[config.mk]
export PLATFORM = sky130hd
export DESIGN_NAME = decode_stage
export DESIGN_NICKNAME = d
export VERILOG_FILES = /design/src/rtl/common.sv /design/src/rtl/decode_if.sv /design/src/rtl/fetch_if.sv /design/src/rtl/compressed.sv /design/src/rtl/decode_register.sv /design/src/rtl/decode_stage.sv /design/src/rtl/fetch_buffer.sv /design/src/rtl/instruction_decode.sv
export SDC_FILE = /design/constraint.sdc
export NUM_CORES = 1
export LEC_CHECK = 0
export BUFFER_PORTS_ARGS = -buffer_cell sky130_fd_sc_hd__buf_4
export CAP_MARGIN = 20
export CORE_ASPECT_RATIO = 0.5
export CORE_MARGIN = 2
export CORE_UTILIZATION = 25
export CTS_BUF_LIST = sky130_fd_sc_hd__clkbuf_8
export DETAILED_ROUTE_END_ITERATION = 8
export GPL_TIMING_DRIVEN = 0
export HOLD_SLACK_MARGIN = 0.08
export PLACE_DENSITY = 0.44
export SETUP_SLACK_MARGIN = 0.2
export SLEW_MARGIN = 40
export SYNTH_ARGS = -nofsm -noshare
export SYNTH_HDL_FRONTEND = slang
export SYNTH_SLANG_ARGS = --single-unit
export TNS_END_PERCENT = 20
[constraint.sdc]
create_clock -name clk -period 3.3 [get_ports clk]
set_input_delay 0.33 -clock clk [delete_from_list [all_inputs] [get_ports clk]]
set_output_delay 0.33 -clock clk [all_outputs]
set_load 0.005 [all_outputs]
[src/rtl/common.sv]
package common;

        localparam int INSTRUCTION_WIDTH = 32;
        localparam int IMM_WIDTH = 21;
        localparam int PC_WIDTH = 32;

        typedef logic [INSTRUCTION_WIDTH-1:0] instruction_t;
        typedef logic [IMM_WIDTH-1:0] imm_t;
        typedef logic [PC_WIDTH-1:0] pc_t;
        typedef logic [4:0] reg_index_t;

        localparam pc_t RESET_PC = '0;

        // Instruction format, as seen by the execute stage.
        typedef enum logic [2:0] {
                R_TYPE,
                I_TYPE,
                S_TYPE,
                B_TYPE,
                U_TYPE,
                J_TYPE,
                SYS_TYPE
        } instruction_op_type;

        // RV32 major opcodes.
        localparam logic [6:0] OP = 7'b0110011;
        localparam logic [6:0] OP_FP = 7'b1010011;
        localparam logic [6:0] MADD = 7'b1000011;
        localparam logic [6:0] MSUB = 7'b1000111;
        localparam logic [6:0] NMSUB = 7'b1001011;
        localparam logic [6:0] NMADD = 7'b1001111;
        localparam logic [6:0] OP_IMM = 7'b0010011;
        localparam logic [6:0] JALR = 7'b1100111;
        localparam logic [6:0] LOAD = 7'b0000011;
        localparam logic [6:0] LOAD_FP = 7'b0000111;
        localparam logic [6:0] STORE = 7'b0100011;
        localparam logic [6:0] STORE_FP = 7'b0100111;
        localparam logic [6:0] BRANCH = 7'b1100011;
        localparam logic [6:0] U_LUI = 7'b0110111;
        localparam logic [6:0] J_JAL = 7'b1101111;
        localparam logic [6:0] SYSTEM = 7'b1110011;

endpackage

[src/rtl/decode_if.sv]
`timescale 1ns/1ps

interface decode_if;

        logic valid;
        common::pc_t pc;
        logic is_compressed;
        logic [6:0] opcode;
        common::instruction_op_type optype;
        common::reg_index_t rd;
        common::reg_index_t rs1;
        common::reg_index_t rs2;
        logic [2:0] funct3;
        logic [6:0] funct7;
        common::imm_t imm;

        modport decode (
                output valid, pc, is_compressed, opcode, optype,
                output rd, rs1, rs2, funct3, funct7, imm
        );

        modport issue (
                input valid, pc, is_compressed, opcode, optype,
                input rd, rs1, rs2, funct3, funct7, imm
        );

endinterface

[src/rtl/fetch_if.sv]
`timescale 1ns/1ps

interface fetch_if;

        logic valid;
        common::instruction_t instruction;
        common::pc_t pc;
        logic is_compressed;  // Length feedback from the decoder.

        modport fetch (
                output valid,
                output instruction,
                output pc,
                input is_compressed
        );

        modport decode (
                input valid,
                input instruction,
                input pc,
                output is_compressed
        );

endinterface

[src/rtl/compressed.sv]
`timescale 1ns/1ps

module compressed (
        input common::instruction_t mem_instruction,
        output logic is_compressed,
        output common::instruction_t instruction
);

        logic [15:0] c;
        common::reg_index_t rd;
        common::reg_index_t rs2;
        common::reg_index_t rd_p;  // Short register fields map to x8..x15.
        common::reg_index_t rs1_p;
        logic [11:0] mem_off;
        logic [11:1] j_off;
        logic [8:1] b_off;
        logic [11:0] ci_imm;
        common::instruction_t expanded;

        assign c = mem_instruction[15:0];
        assign is_compressed = mem_instruction[1:0] != 2'b11;

        assign rd = c[11:7];
        assign rs2 = c[6:2];
        assign rd_p = {2'b01, c[4:2]};
        assign rs1_p = {2'b01, c[9:7]};

        // Word offset for C.LW and C.SW.
        assign mem_off = {5'b0, c[5], c[12:10], c[6], 2'b00};
        assign j_off = {c[12], c[8], c[10], c[9], c[6], c[7], c[2], c[11], c[5], c[4], c[3]};
        assign b_off = {c[12], c[6], c[5], c[2], c[11], c[10], c[4], c[3]};
        assign ci_imm = {{6{c[12]}}, c[12], c[6:2]};

        always_comb begin
                expanded = '0;  // Unsupported patterns.
                case ({c[1:0], c[15:13]})
                        5'b00_010:  // C.LW
                                expanded = {mem_off, rs1_p, 3'b010, rd_p, common::LOAD};
                        5'b00_110:  // C.SW
                                expanded = {mem_off[11:5], rd_p, rs1_p, 3'b010,
                                            mem_off[4:0], common::STORE};
                        5'b01_000:  // C.ADDI
                                expanded = {ci_imm, rd, 3'b000, rd, common::OP_IMM};
                        5'b01_010:  // C.LI
                                expanded = {ci_imm, 5'd0, 3'b000, rd, common::OP_IMM};
                        5'b01_011: begin
                                // rd of x2 is C.ADDI16SP.
                                if (rd != 5'd2)
                                        expanded = {{14{c[12]}}, c[12], c[6:2], rd,
                                                    common::U_LUI};
                        end
                        5'b01_101:  // C.J
                                expanded = {j_off[11], j_off[10:1], j_off[11],
                                            {8{j_off[11]}}, 5'd0, common::J_JAL};
                        5'b01_110,
                        5'b01_111:  // C.BEQZ, C.BNEZ
                                expanded = {b_off[8], {3{b_off[8]}}, b_off[7:5], 5'd0,
                                            rs1_p, 2'b00, c[13], b_off[4:1], b_off[8],
                                            common::BRANCH};
                        5'b10_000: begin
                                if (!c[12])  // C.SLLI, shamt below 32.
                                        expanded = {7'b0, rs2, rd, 3'b001, rd,
                                                    common::OP_IMM};
                        end
                        5'b10_100: begin
                                if (!c[12]) begin
                                        if (rs2 != 5'd0)  // C.MV.
                                                expanded = {7'b0, rs2, 5'd0, 3'b000, rd,
                                                            common::OP};
                                        else if (rd != 5'd0)  // C.JR.
                                                expanded = {12'b0, rd, 3'b000, 5'd0,
                                                            common::JALR};
                                end else if (rs2 != 5'd0) begin
                                        // C.ADD.
                                        expanded = {7'b0, rs2, rd, 3'b000, rd, common::OP};
                                end
                        end
                        default: expanded = '0;
                endcase
        end

        assign instruction = is_compressed ? expanded : mem_instruction;

endmodule

[src/rtl/decode_register.sv]
`timescale 1ns/1ps

module decode_register (
        input logic clk,
        input logic reset,
        decode_if.issue decoded,
        output logic dec_valid,
        output common::pc_t dec_pc,
        output logic dec_is_compressed,
        output logic [6:0] dec_opcode,
        output common::instruction_op_type dec_optype,
        output common::reg_index_t dec_rd,
        output common::reg_index_t dec_rs1,
        output common::reg_index_t dec_rs2,
        output logic [2:0] dec_funct3,
        output logic [6:0] dec_funct7,
        output common::imm_t dec_imm
);

        always_ff @(posedge clk) begin
                if (reset)
                        dec_valid <= 1'b0;
                else
                        dec_valid <= decoded.valid;
        end

        // Fields follow every edge, qualified by dec_valid.
        always_ff @(posedge clk) begin
                dec_pc <= decoded.pc;
                dec_is_compressed <= decoded.is_compressed;
                dec_opcode <= decoded.opcode;
                dec_optype <= decoded.optype;
                dec_rd <= decoded.rd;
                dec_rs1 <= decoded.rs1;
                dec_rs2 <= decoded.rs2;
                dec_funct3 <= decoded.funct3;
                dec_funct7 <= decoded.funct7;
                dec_imm <= decoded.imm;
        end

endmodule

[src/rtl/decode_stage.sv]
`timescale 1ns/1ps

module decode_stage (
        input logic clk,
        input logic reset,
        input logic mem_valid,
        input common::instruction_t mem_instruction,
        input logic redirect,
        input common::pc_t redirect_pc,
        output logic dec_valid,
        output common::pc_t dec_pc,
        output logic dec_is_compressed,
        output logic [6:0] dec_opcode,
        output common::instruction_op_type dec_optype,
        output common::reg_index_t dec_rd,
        output common::reg_index_t dec_rs1,
        output common::reg_index_t dec_rs2,
        output logic [2:0] dec_funct3,
        output logic [6:0] dec_funct7,
        output common::imm_t dec_imm
);

        fetch_if fetch_bus ();
        decode_if decode_bus ();

        fetch_buffer u_fetch_buffer (
                .clk(clk),
                .reset(reset),
                .mem_valid(mem_valid),
                .mem_instruction(mem_instruction),
                .redirect(redirect),
                .redirect_pc(redirect_pc),
                .fetch(fetch_bus)
        );

        instruction_decode u_instruction_decode (
                .fetch(fetch_bus),
                .decoded(decode_bus)
        );

        decode_register u_decode_register (
                .clk(clk),
                .reset(reset),
                .decoded(decode_bus),
                .dec_valid(dec_valid),
                .dec_pc(dec_pc),
                .dec_is_compressed(dec_is_compressed),
                .dec_opcode(dec_opcode),
                .dec_optype(dec_optype),
                .dec_rd(dec_rd),
                .dec_rs1(dec_rs1),
                .dec_rs2(dec_rs2),
                .dec_funct3(dec_funct3),
                .dec_funct7(dec_funct7),
                .dec_imm(dec_imm)
        );

endmodule

[src/rtl/fetch_buffer.sv]
`timescale 1ns/1ps

module fetch_buffer (
        input logic clk,
        input logic reset,
        input logic mem_valid,
        input common::instruction_t mem_instruction,
        input logic redirect,
        input common::pc_t redirect_pc,
        fetch_if.fetch fetch
);

        // Counter holds the address of the word in the fetch register.
        common::pc_t pc;
        logic valid;
        common::instruction_t instruction;
        common::pc_t step;

        assign step = fetch.is_compressed ? common::pc_t'(2) : common::pc_t'(4);

        always_ff @(posedge clk) begin
                if (reset) begin
                        pc <= common::RESET_PC;
                        valid <= 1'b0;
                end else if (redirect) begin
                        pc <= redirect_pc;
                        valid <= 1'b0;  // Drop a strobe in this cycle.
                end else begin
                        if (valid)
                                pc <= pc + step;
                        valid <= mem_valid;
                end
        end

        always_ff @(posedge clk) begin
                if (mem_valid)
                        instruction <= mem_instruction;
        end

        assign fetch.valid = valid && !redirect;  // Squash the held word.
        assign fetch.instruction = instruction;
        assign fetch.pc = pc;

endmodule

[src/rtl/instruction_decode.sv]
`timescale 1ns/1ps

module instruction_decode (
        fetch_if.decode fetch,
        decode_if.decode decoded
);

        common::instruction_t instruction;
        logic is_compressed;
        common::instruction_op_type optype;

        compressed u_compressed (
                .mem_instruction(fetch.instruction),
                .is_compressed(is_compressed),
                .instruction(instruction)
        );

        always_comb begin
                case (instruction[6:0])
                        common::OP, common::OP_FP, common::MADD,
                        common::MSUB, common::NMSUB, common::NMADD:
                                optype = common::R_TYPE;
                        common::OP_IMM, common::JALR, common::LOAD, common::LOAD_FP:
                                optype = common::I_TYPE;
                        common::STORE, common::STORE_FP:
                                optype = common::S_TYPE;
                        common::BRANCH: optype = common::B_TYPE;
                        common::U_LUI: optype = common::U_TYPE;
                        common::J_JAL: optype = common::J_TYPE;
                        common::SYSTEM: optype = common::SYS_TYPE;
                        default: optype = common::R_TYPE;
                endcase
        end

        always_comb begin
                case (optype)
                        common::I_TYPE:
                                decoded.imm = {{9{instruction[31]}}, instruction[31:20]};
                        common::S_TYPE:
                                decoded.imm = {{9{instruction[31]}}, instruction[31:25],
                                               instruction[11:7]};
                        common::B_TYPE:
                                decoded.imm = {{8{instruction[31]}}, instruction[31],
                                               instruction[7], instruction[30:25],
                                               instruction[11:8], 1'b0};
                        common::U_TYPE:
                                decoded.imm = {1'b0, instruction[31:12]};  // Unshifted.
                        common::J_TYPE:
                                decoded.imm = {instruction[31], instruction[19:12],
                                               instruction[20], instruction[30:21], 1'b0};
                        default: decoded.imm = '0;
                endcase
        end

        // Fixed RV32 field positions.
        assign decoded.opcode = instruction[6:0];
        assign decoded.rd = instruction[11:7];
        assign decoded.funct3 = instruction[14:12];
        assign decoded.rs1 = instruction[19:15];
        assign decoded.rs2 = instruction[24:20];
        assign decoded.funct7 = instruction[31:25];
        assign decoded.optype = optype;

        assign decoded.valid = fetch.valid;
        assign decoded.pc = fetch.pc;
        assign decoded.is_compressed = is_compressed;
        assign fetch.is_compressed = is_compressed;  // Sets the counter step.

endmodule

==> metrics.md, run 1 <==
| Metric | Value |
|---|---|
| Critical Path RT | `roughly 3.6 ns` |
| Achievable clock frequency | `around 320 MHz` |
| Hold Path Origin | `redirect_pc[2]` |
| Startpoint types | `flip-flop` |
| Pin count of the biggest net entering global routing | `34` |
| Final instance area | `slightly below 9000 um2` |
| CTS tree | `done` |
| Post-Route Skew | `approximately 0.017 ns` |
| Seq cells post-synth | `approximately 160` |
| First DRT Iteration DRCs | `about 330` |
| Met1 Use GR | `0.2077` |
| Slew Viols, Final | `0` |
| Maxcap violations | `0` |
| Antenna violations before repair | `0` |
| Routing usage on met3 | `0.04096` |
| Antenna cells | `0` |
| Final wirelength | `between 20,000 and 25,000 um` |
| Slew HR | `0.4145` |
| Crit path time final | `about 3.2 ns` |
| Mapped Area | `slightly above 6000 um2` |
| Clock sink total | `155` |
| Fin nets | `902` |
| Drt drc | `0` |
| Setup CP Type | `flip-flop to flip-flop` |
| H-tree lvl count | `4` |
| Largest area contributor in the netlist | `dfxtp_1` |
| Worst hold path class | `input port to flip-flop` |
| Synth Area in Compound Gates | `0.1656` |
| Final Setup Violations | `0` |
| Vias/cell | `4.630` |
| Pwr Density | `500.2 nW/um2` |
| Port buffer count | `around 160` |
| Syn Inst Count | `588` |
| Leakage power | `~3.7 nW` |
| Core Area | `between 20,000 and 25,000 um2` |
| CTS clk-pin slew, worst paths | `~0.09 ns` |
| Die width | `~220 um` |
| R2r setup slk | `~0.14 ns` |
| HPWL Detailed | `14,580 um` |
| Global route overflow | `0` |
| Main combinational cell family by area after synthesis | `simple AND/OR/NAND/NOR gates` |
| Critical path's slowest cell | `or4_4` |
| Global-route wire length before repair | `around 31,000 um` |
| Max VDD drop | `0.2180 mV` |
| Post-route ant nets | `0` |
| Top_reg_cell synth | `dfxtp_1` |
| Fin crit share | `0.9575` |
| WP buf/inv | `0` |
| Simple-gate share of the synthesized area | `0.1732` |
| Cell area after placement | `between 7000 and 8000 um2` |
| Pre-CTS setup slack | `-1.326 ns` |
| Post-Synth Adder-Cell Area | `0.007450` |
| CP Cell Sequence | `or4_4 -> o21ai_4 -> mux2i_1 -> o31ai_1 -> or3_1 -> a221oi_1 -> o221ai_1` |
| Async set-reset flop share out of synthesis | `0` |
| Crit path max-delay family | `compound AO/OA/AOI/OAI gates` |
| Endpoints failing hold | `0` |
| XOR/XNOR Fraction of Synth Area | `0.02752` |
| Final Total Pwr | `4.360 mW` |
| Reg2reg start | `u_fetch_buffer.fetch.instruction[2]` |
| Synth-to-Final Area Change | `44.18%` |
| Setup TNS | `0 ns` |
| Synth area leaders | `dfxtp_1 41%, edfxtp_1 16%, nor2_1 3.6%, o21ai_0 2.6%, nand2_1 2.5%` |
| Syn_area_per_cell | `10.28 um2` |
| Routability Congestion | `about 0.85` |
| Syn. warnings | `0` |
| Root buffer cell | `clkbuf_8` |
| Pre-Repair DR Iteration Count | `5` |
| Total CTS buffers | `17` |
| Sequential element share of the synthesized area | `0.5662` |
| Mux contribution to synthesized area | `0.01842` |
| Grt met2 use | `0.2665` |
| Post-synth net total | `between 600 and 700` |
| Initial Util | `0.2532` |
| GRT Total Usage | `0.1619` |
| Placement row count | `40` |
| GRT busiest layer | `met2` |
| Die Height | `approximately 110 um` |
| Share of layout cells above drive strength 1 | `0.2764` |
| Vias in the first global route | `roughly 5,500` |
| Max FO, Critical Path | `6` |
| Worst path max stage delay | `just over 0.6 ns` |
| Final core occ | `0.3651` |
| Arrival time worst endpoint | `between 3 and 4 ns` |
| Total Die Area | `between 20,000 and 30,000 um2` |
| Unrepaired setup endpoints after global routing | `yes` |
| WL/cell | `roughly 17 um` |
| Fin worst setup slack | `about 0.14 ns` |
| Clock Latency Late Sink | `roughly 0.48 ns` |
| Post-synth EDFFs | `32` |
| Worst Setup SP | `u_fetch_buffer.fetch.instruction[2]` |
| Top cell type's share of synthesized area | `0.4073` |
| Worst-margin pin slew | `between 0.8 and 0.9 ns` |
| Ports | `~160` |
| Netlist cell types | `73` |
| Vias | `~5,400` |
| Worst Setup End Kind | `flip-flop` |
| Clock buffer depth | `2` |
| Status | `complete, no violations` |
==> sequential cells by signal, indices dropped and copies added, names as in the netlist <==
name / cells
u_decode_register.dec_rs1: 5
u_decode_register.dec_rd: 5
u_decode_register.dec_pc: 32
u_decode_register.dec_funct7: 7
u_decode_register.dec_imm: 21
u_decode_register.dec_rs2: 5
u_decode_register.dec_funct3: 3
u_fetch_buffer.fetch.pc: 32
u_decode_register.dec_is_compressed: 1
u_decode_register.dec_optype: 3
u_fetch_buffer.fetch.instruction: 32
u_decode_register.dec_opcode: 7
u_fetch_buffer.valid: 1
u_decode_register.dec_valid: 1
==> routing by layer <==
layer	up-vias	part of all wire
li1	2609	-
met1	2591	0.45
met2	143	0.48
met3	19	0.050
met4	0	0.014
met5	-	0
==> final timing paths <==
path,depth (start not counted),endpoint
worst min register to register,0,u_decode_register.dec_pc[0]
worst max-delay path,7,u_decode_register.dec_imm[17]
worst max register to register,7,u_decode_register.dec_imm[17]
worst min-delay path,3,u_fetch_buffer.fetch.pc[2]
==> synthesized netlist by cell type (all sizes together), types with 2 or more instances <==
library cell	count
nor2b	7
mux2i	10
nand2	42
nor3b	2
nor3	15
inv	33
dfxtp	123
clkbuf	21
a21oi	30
a222oi	3
and2	3
o211a	2
nand3	26
o221ai	6
o22ai	4
o211ai	5
o21ai	37
a211oi	4
a22oi	3
o32a	2
a221o	12
edfxtp	32
or4	2
and3	4
ha	2
and4	2
a22o	3
a221oi	9
nor2	59
nor4	7
xnor2	10
xor2	9
or3	10
buf	9
or2	7
nand4	12
nand2b	3
==> logic make-up (layout without fill, tap and decap cells) <==
group,count (synthesis),after routing
AO/OA/AOI/OAI,132,132
XOR/XNOR,19,19
adder cells (fa/ha/maj),3,3
buffers and inverters,63,318
flip-flops,155,155
multiplexers,11,11
AND/OR/NAND/NOR,205,205
==> what timing repair did <==
| action | 4_1_cts | 5_1_grt |
|---|---|---|
| pin swaps | 3 | 1 |
| hold endpoints to repair | 61 | 0 |
| setup buffers | 6 | 0 |
| gates resized for setup | 12 | 2 |
| endpoints found under the setup margin | 28 | 26 |
| hold buffers | 61 | 0 |
==> cells in the final DEF (no fill, tap or decap), types with 21 or more instances in the layout <==
| cell | netlist | final |
|---|---|---|
| buf_4 | 0 | 163 |
| dfxtp_1 | 123 | 123 |
| dlygate4sd3_1 | 0 | 61 |
| nor2_1 | 58 | 58 |
| nand2_1 | 41 | 40 |
| inv_1 | 32 | 37 |
| edfxtp_1 | 32 | 32 |
| o21ai_0 | 31 | 31 |
| a21oi_1 | 28 | 27 |
| nand3_1 | 26 | 26 |
| clkbuf_8 | 0 | 21 |
==> per-stage QoR <==
step | hold WS [ns] | instances
global placement | 0.3385 | 1059
global route | 0.1237 | 1158
finish | 0.1328 | 1158
detailed placement | 0.3417 | 1059
CTS | 0.08722 | 1157
floorplan | 0.3290 | 588
==> worst register-to-register path: cells and delay by family (launching register included) <==
family | cells | cell delay, ns
and+or+nand+nor | 2 | 1.05
DFF | 1 | 0.55
AOI/OAI and AO/OA | 4 | 1.18
muxes | 1 | 0.21
==> power by group <==
group	total, mW	switching (mW)	internal, mW	leakage [nW]
Combinational	0.743	0.374	0.369	2.11
Clock	1.42	0.709	0.715	0.211
Sequential	2.19	0.0937	2.10	1.33
==> area by class of cell <==
class | instances | area (um2)
clock buffers | 20 | 275.3
repair buffers | 224 | 1834
well taps | 315 | 394.1
plain buffers | 30 | 146.4
multi-input cells | 370 | 2411
inverters | 33 | 123.9
fillers | 2431 | 15160
flip-flops and latches | 155 | 3423
clock inverters | 11 | 108.9
Power figures use the tool's default switching activity.
==> run 2, diff against run 1 <==
Settings changed: PLACE_DENSITY 0.44 to 0.45.
==> metrics.md, run 2 (synthesis results as in run 1) <==
| Metric | Value |
|---|---|
| HPWL Detailed | `14,430 um (-1.0%)` |
| Crit path time final | `3.003 ns (-0.1570 ns)` |
| Non-Filler Instances | `1,155 (-0.26%)` |
| Final Setup Violations | `0 (unchanged)` |
| Max FO, Critical Path | `6 (unchanged)` |
| Most common cell after layout, fill and taps aside | `buf_4` |
| Die Height | `114.0 um (unchanged)` |
| Maxcap violations | `0 (unchanged)` |
| DP Cell Count | `1,059 (unchanged)` |
| Vias in the first global route | `5,470 (+0.31%)` |
| Pre-Repair DR Iteration Count | `6 (+1)` |
| Placement row count | `40 (unchanged)` |
| Clock buffer depth | `2 (unchanged)` |
| Cell area after placement | `7612 um2 (unchanged)` |
| Fin nets | `899 (-0.33%)` |
| Endpoints failing hold | `0 (unchanged)` |
| Core Area | `23,870 um2 (unchanged)` |
| Total CTS buffers | `17 (unchanged)` |
| Initial Util | `0.2532 (unchanged)` |
| Worst hold path class | `input port to flip-flop` |
| Max VDD drop | `0.2046 mV (-6.2%)` |
| Final Total Pwr | `4.475 mW (+2.6%)` |
| Commonest non-fill, non-tap cells in the layout | `161 x buf_4, 123 x dfxtp_1, 61 x dlygate4sd3_1, 58 x nor2_1, 40 x nand2_1` |
| WL/cell | `17.35 um (+0.15%)` |
| Final wirelength | `20,040 um (-0.10%)` |
| Fin worst setup slack | `0.2973 ns (+0.1570 ns)` |
| CTS tree | `done` |
| Vias/cell | `4.661 (+0.65%)` |
| Post-Route Skew | `0.01903 ns (+0.002069 ns)` |
| Setup CP Type | `flip-flop to flip-flop` |
| Critical Path RT | `3.64 ns (+0.02 ns)` |
| Global route overflow | `0 (unchanged)` |
| Routability Congestion | `0.8509 (+0.69%)` |
| Fin crit share | `0.9099 (-0.04758)` |
| Pin count of the biggest net entering global routing | `34 (unchanged)` |
| Total Die Area | `25,520 um2 (unchanged)` |
| H-tree lvl count | `4 (unchanged)` |
| Unrepaired setup endpoints after global routing | `yes` |
| Setup TNS | `0 ns (unchanged)` |
| CTS clk-pin slew, worst paths | `0.09 ns (about the same)` |
| Port buffer count | `156 (unchanged)` |
| Antenna violations before repair | `0 (unchanged)` |
| Largest registers | `u_decode_register.dec_pc x32, u_fetch_buffer.fetch.instruction x32, u_fetch_buffer.fetch.pc x32` |
| Slew Viols, Final | `0 (unchanged)` |
| Fin Hold WS | `0.1256 ns (-0.007130 ns)` |
| Arrival time worst endpoint | `3.35 ns (-0.13 ns)` |
| Die width | `223.9 um (unchanged)` |
| GRT Total Usage | `0.1615 (-0.0004437)` |
| Ports | `158 (unchanged)` |
| Worst Setup SP | `u_fetch_buffer.fetch.instruction[2]` |
| Share of layout cells above drive strength 1 | `0.2821 (+0.005749)` |
| Drt drc | `0 (unchanged)` |
| Slew HR | `0.4024 (-0.01206)` |
| Pwr Density | `511.4 nW/um2 (+2.2%)` |
| Leakage power | `3.647 nW (-0.13%)` |
| Antenna cells | `0 (unchanged)` |
| Pre-CTS setup slack | `-1.126 ns (+0.2005 ns)` |
| Startpoint types | `flip-flop` |
| Final instance area | `8751 um2 (+0.39%)` |
| Reg2reg start | `u_fetch_buffer.fetch.instruction[2]` |
| Final core occ | `0.3666 (+0.001415)` |
| Clock Latency Late Sink | `0.49 ns (about the same)` |
| Synth-to-Final Area Change | `44.74%` |
| Status | `complete, no violations` |
| First DRT Iteration DRCs | `305 (-8.4%)` |
| Worst-margin pin slew | `0.8964 ns (+0.01809 ns)` |
| Hold Path Origin | `redirect_pc[26]` |
| Worst Setup End Kind | `flip-flop` |
| Post-route ant nets | `0 (unchanged)` |
| Clock sink total | `155 (unchanged)` |
| Vias | `5,383 (+0.39%)` |
| Achievable clock frequency | `333.0 MHz (+5.2%)` |
| Global-route wire length before repair | `31,090 um (-0.13%)` |
| Root buffer cell | `clkbuf_8` |
-- run 2: final timing paths --
check	end	slack [ns]	cells after the start
worst min register to register	u_decode_register.dec_pc[0]	0.36	0
worst max-delay path	u_decode_register.dec_imm[16]	0.30	7
worst min-delay path	u_fetch_buffer.fetch.pc[26]	0.13	3
worst max register to register	u_decode_register.dec_imm[16]	0.30	7
-- run 2: cell type report --
class                   instances  area, um2
fillers                      2432      15120
flip-flops and latches        155       3423
multi-input cells             370       2447
repair buffers                221       1812
well taps                     315      394.1
clock buffers                  19      261.5
clock inverters                12      145.1
plain buffers                  30      143.9
inverters                      33      123.9
-- run 2: worst max-delay path: stages (launching register included) --
cell and delay [ns]:
edfxtp_1 0.53, or4_4 0.60, o21ai_4 0.25, mux2i_1 0.21, o31ai_1 0.15, or3_1 0.49, a21oi_1 0.41, o221ai_1 0.21
-- run 2: timing repair --
| action | in CTS | in global routing |
|---|---|---|
| cloned | 0 | 0 |
| gates resized for setup | 10 | 11 |
| hold buffers | 61 | 0 |
| buffers inserted | 4 | 0 |
| setup endpoints to repair | 26 | 32 |
| pin swaps | 3 | 1 |
| hold endpoints to repair | 61 | 0 |
-- run 2: power by group --
part           internal (mW)  switching (mW)
clock                  0.781           0.751
combinational          0.371           0.380
sequential              2.10          0.0927
total                   3.25            1.22
-- run 2: per-layer routing --
metal | up-vias | track usage | part of all wire
met4 | 0 | 0.06000 | 0.017
met1 | 2606 | 0.2075 | 0.46
met5 | - | 0 | 0
li1 | 2608 | - | -
met2 | 146 | 0.2660 | 0.48
met3 | 23 | 0.03812 | 0.046
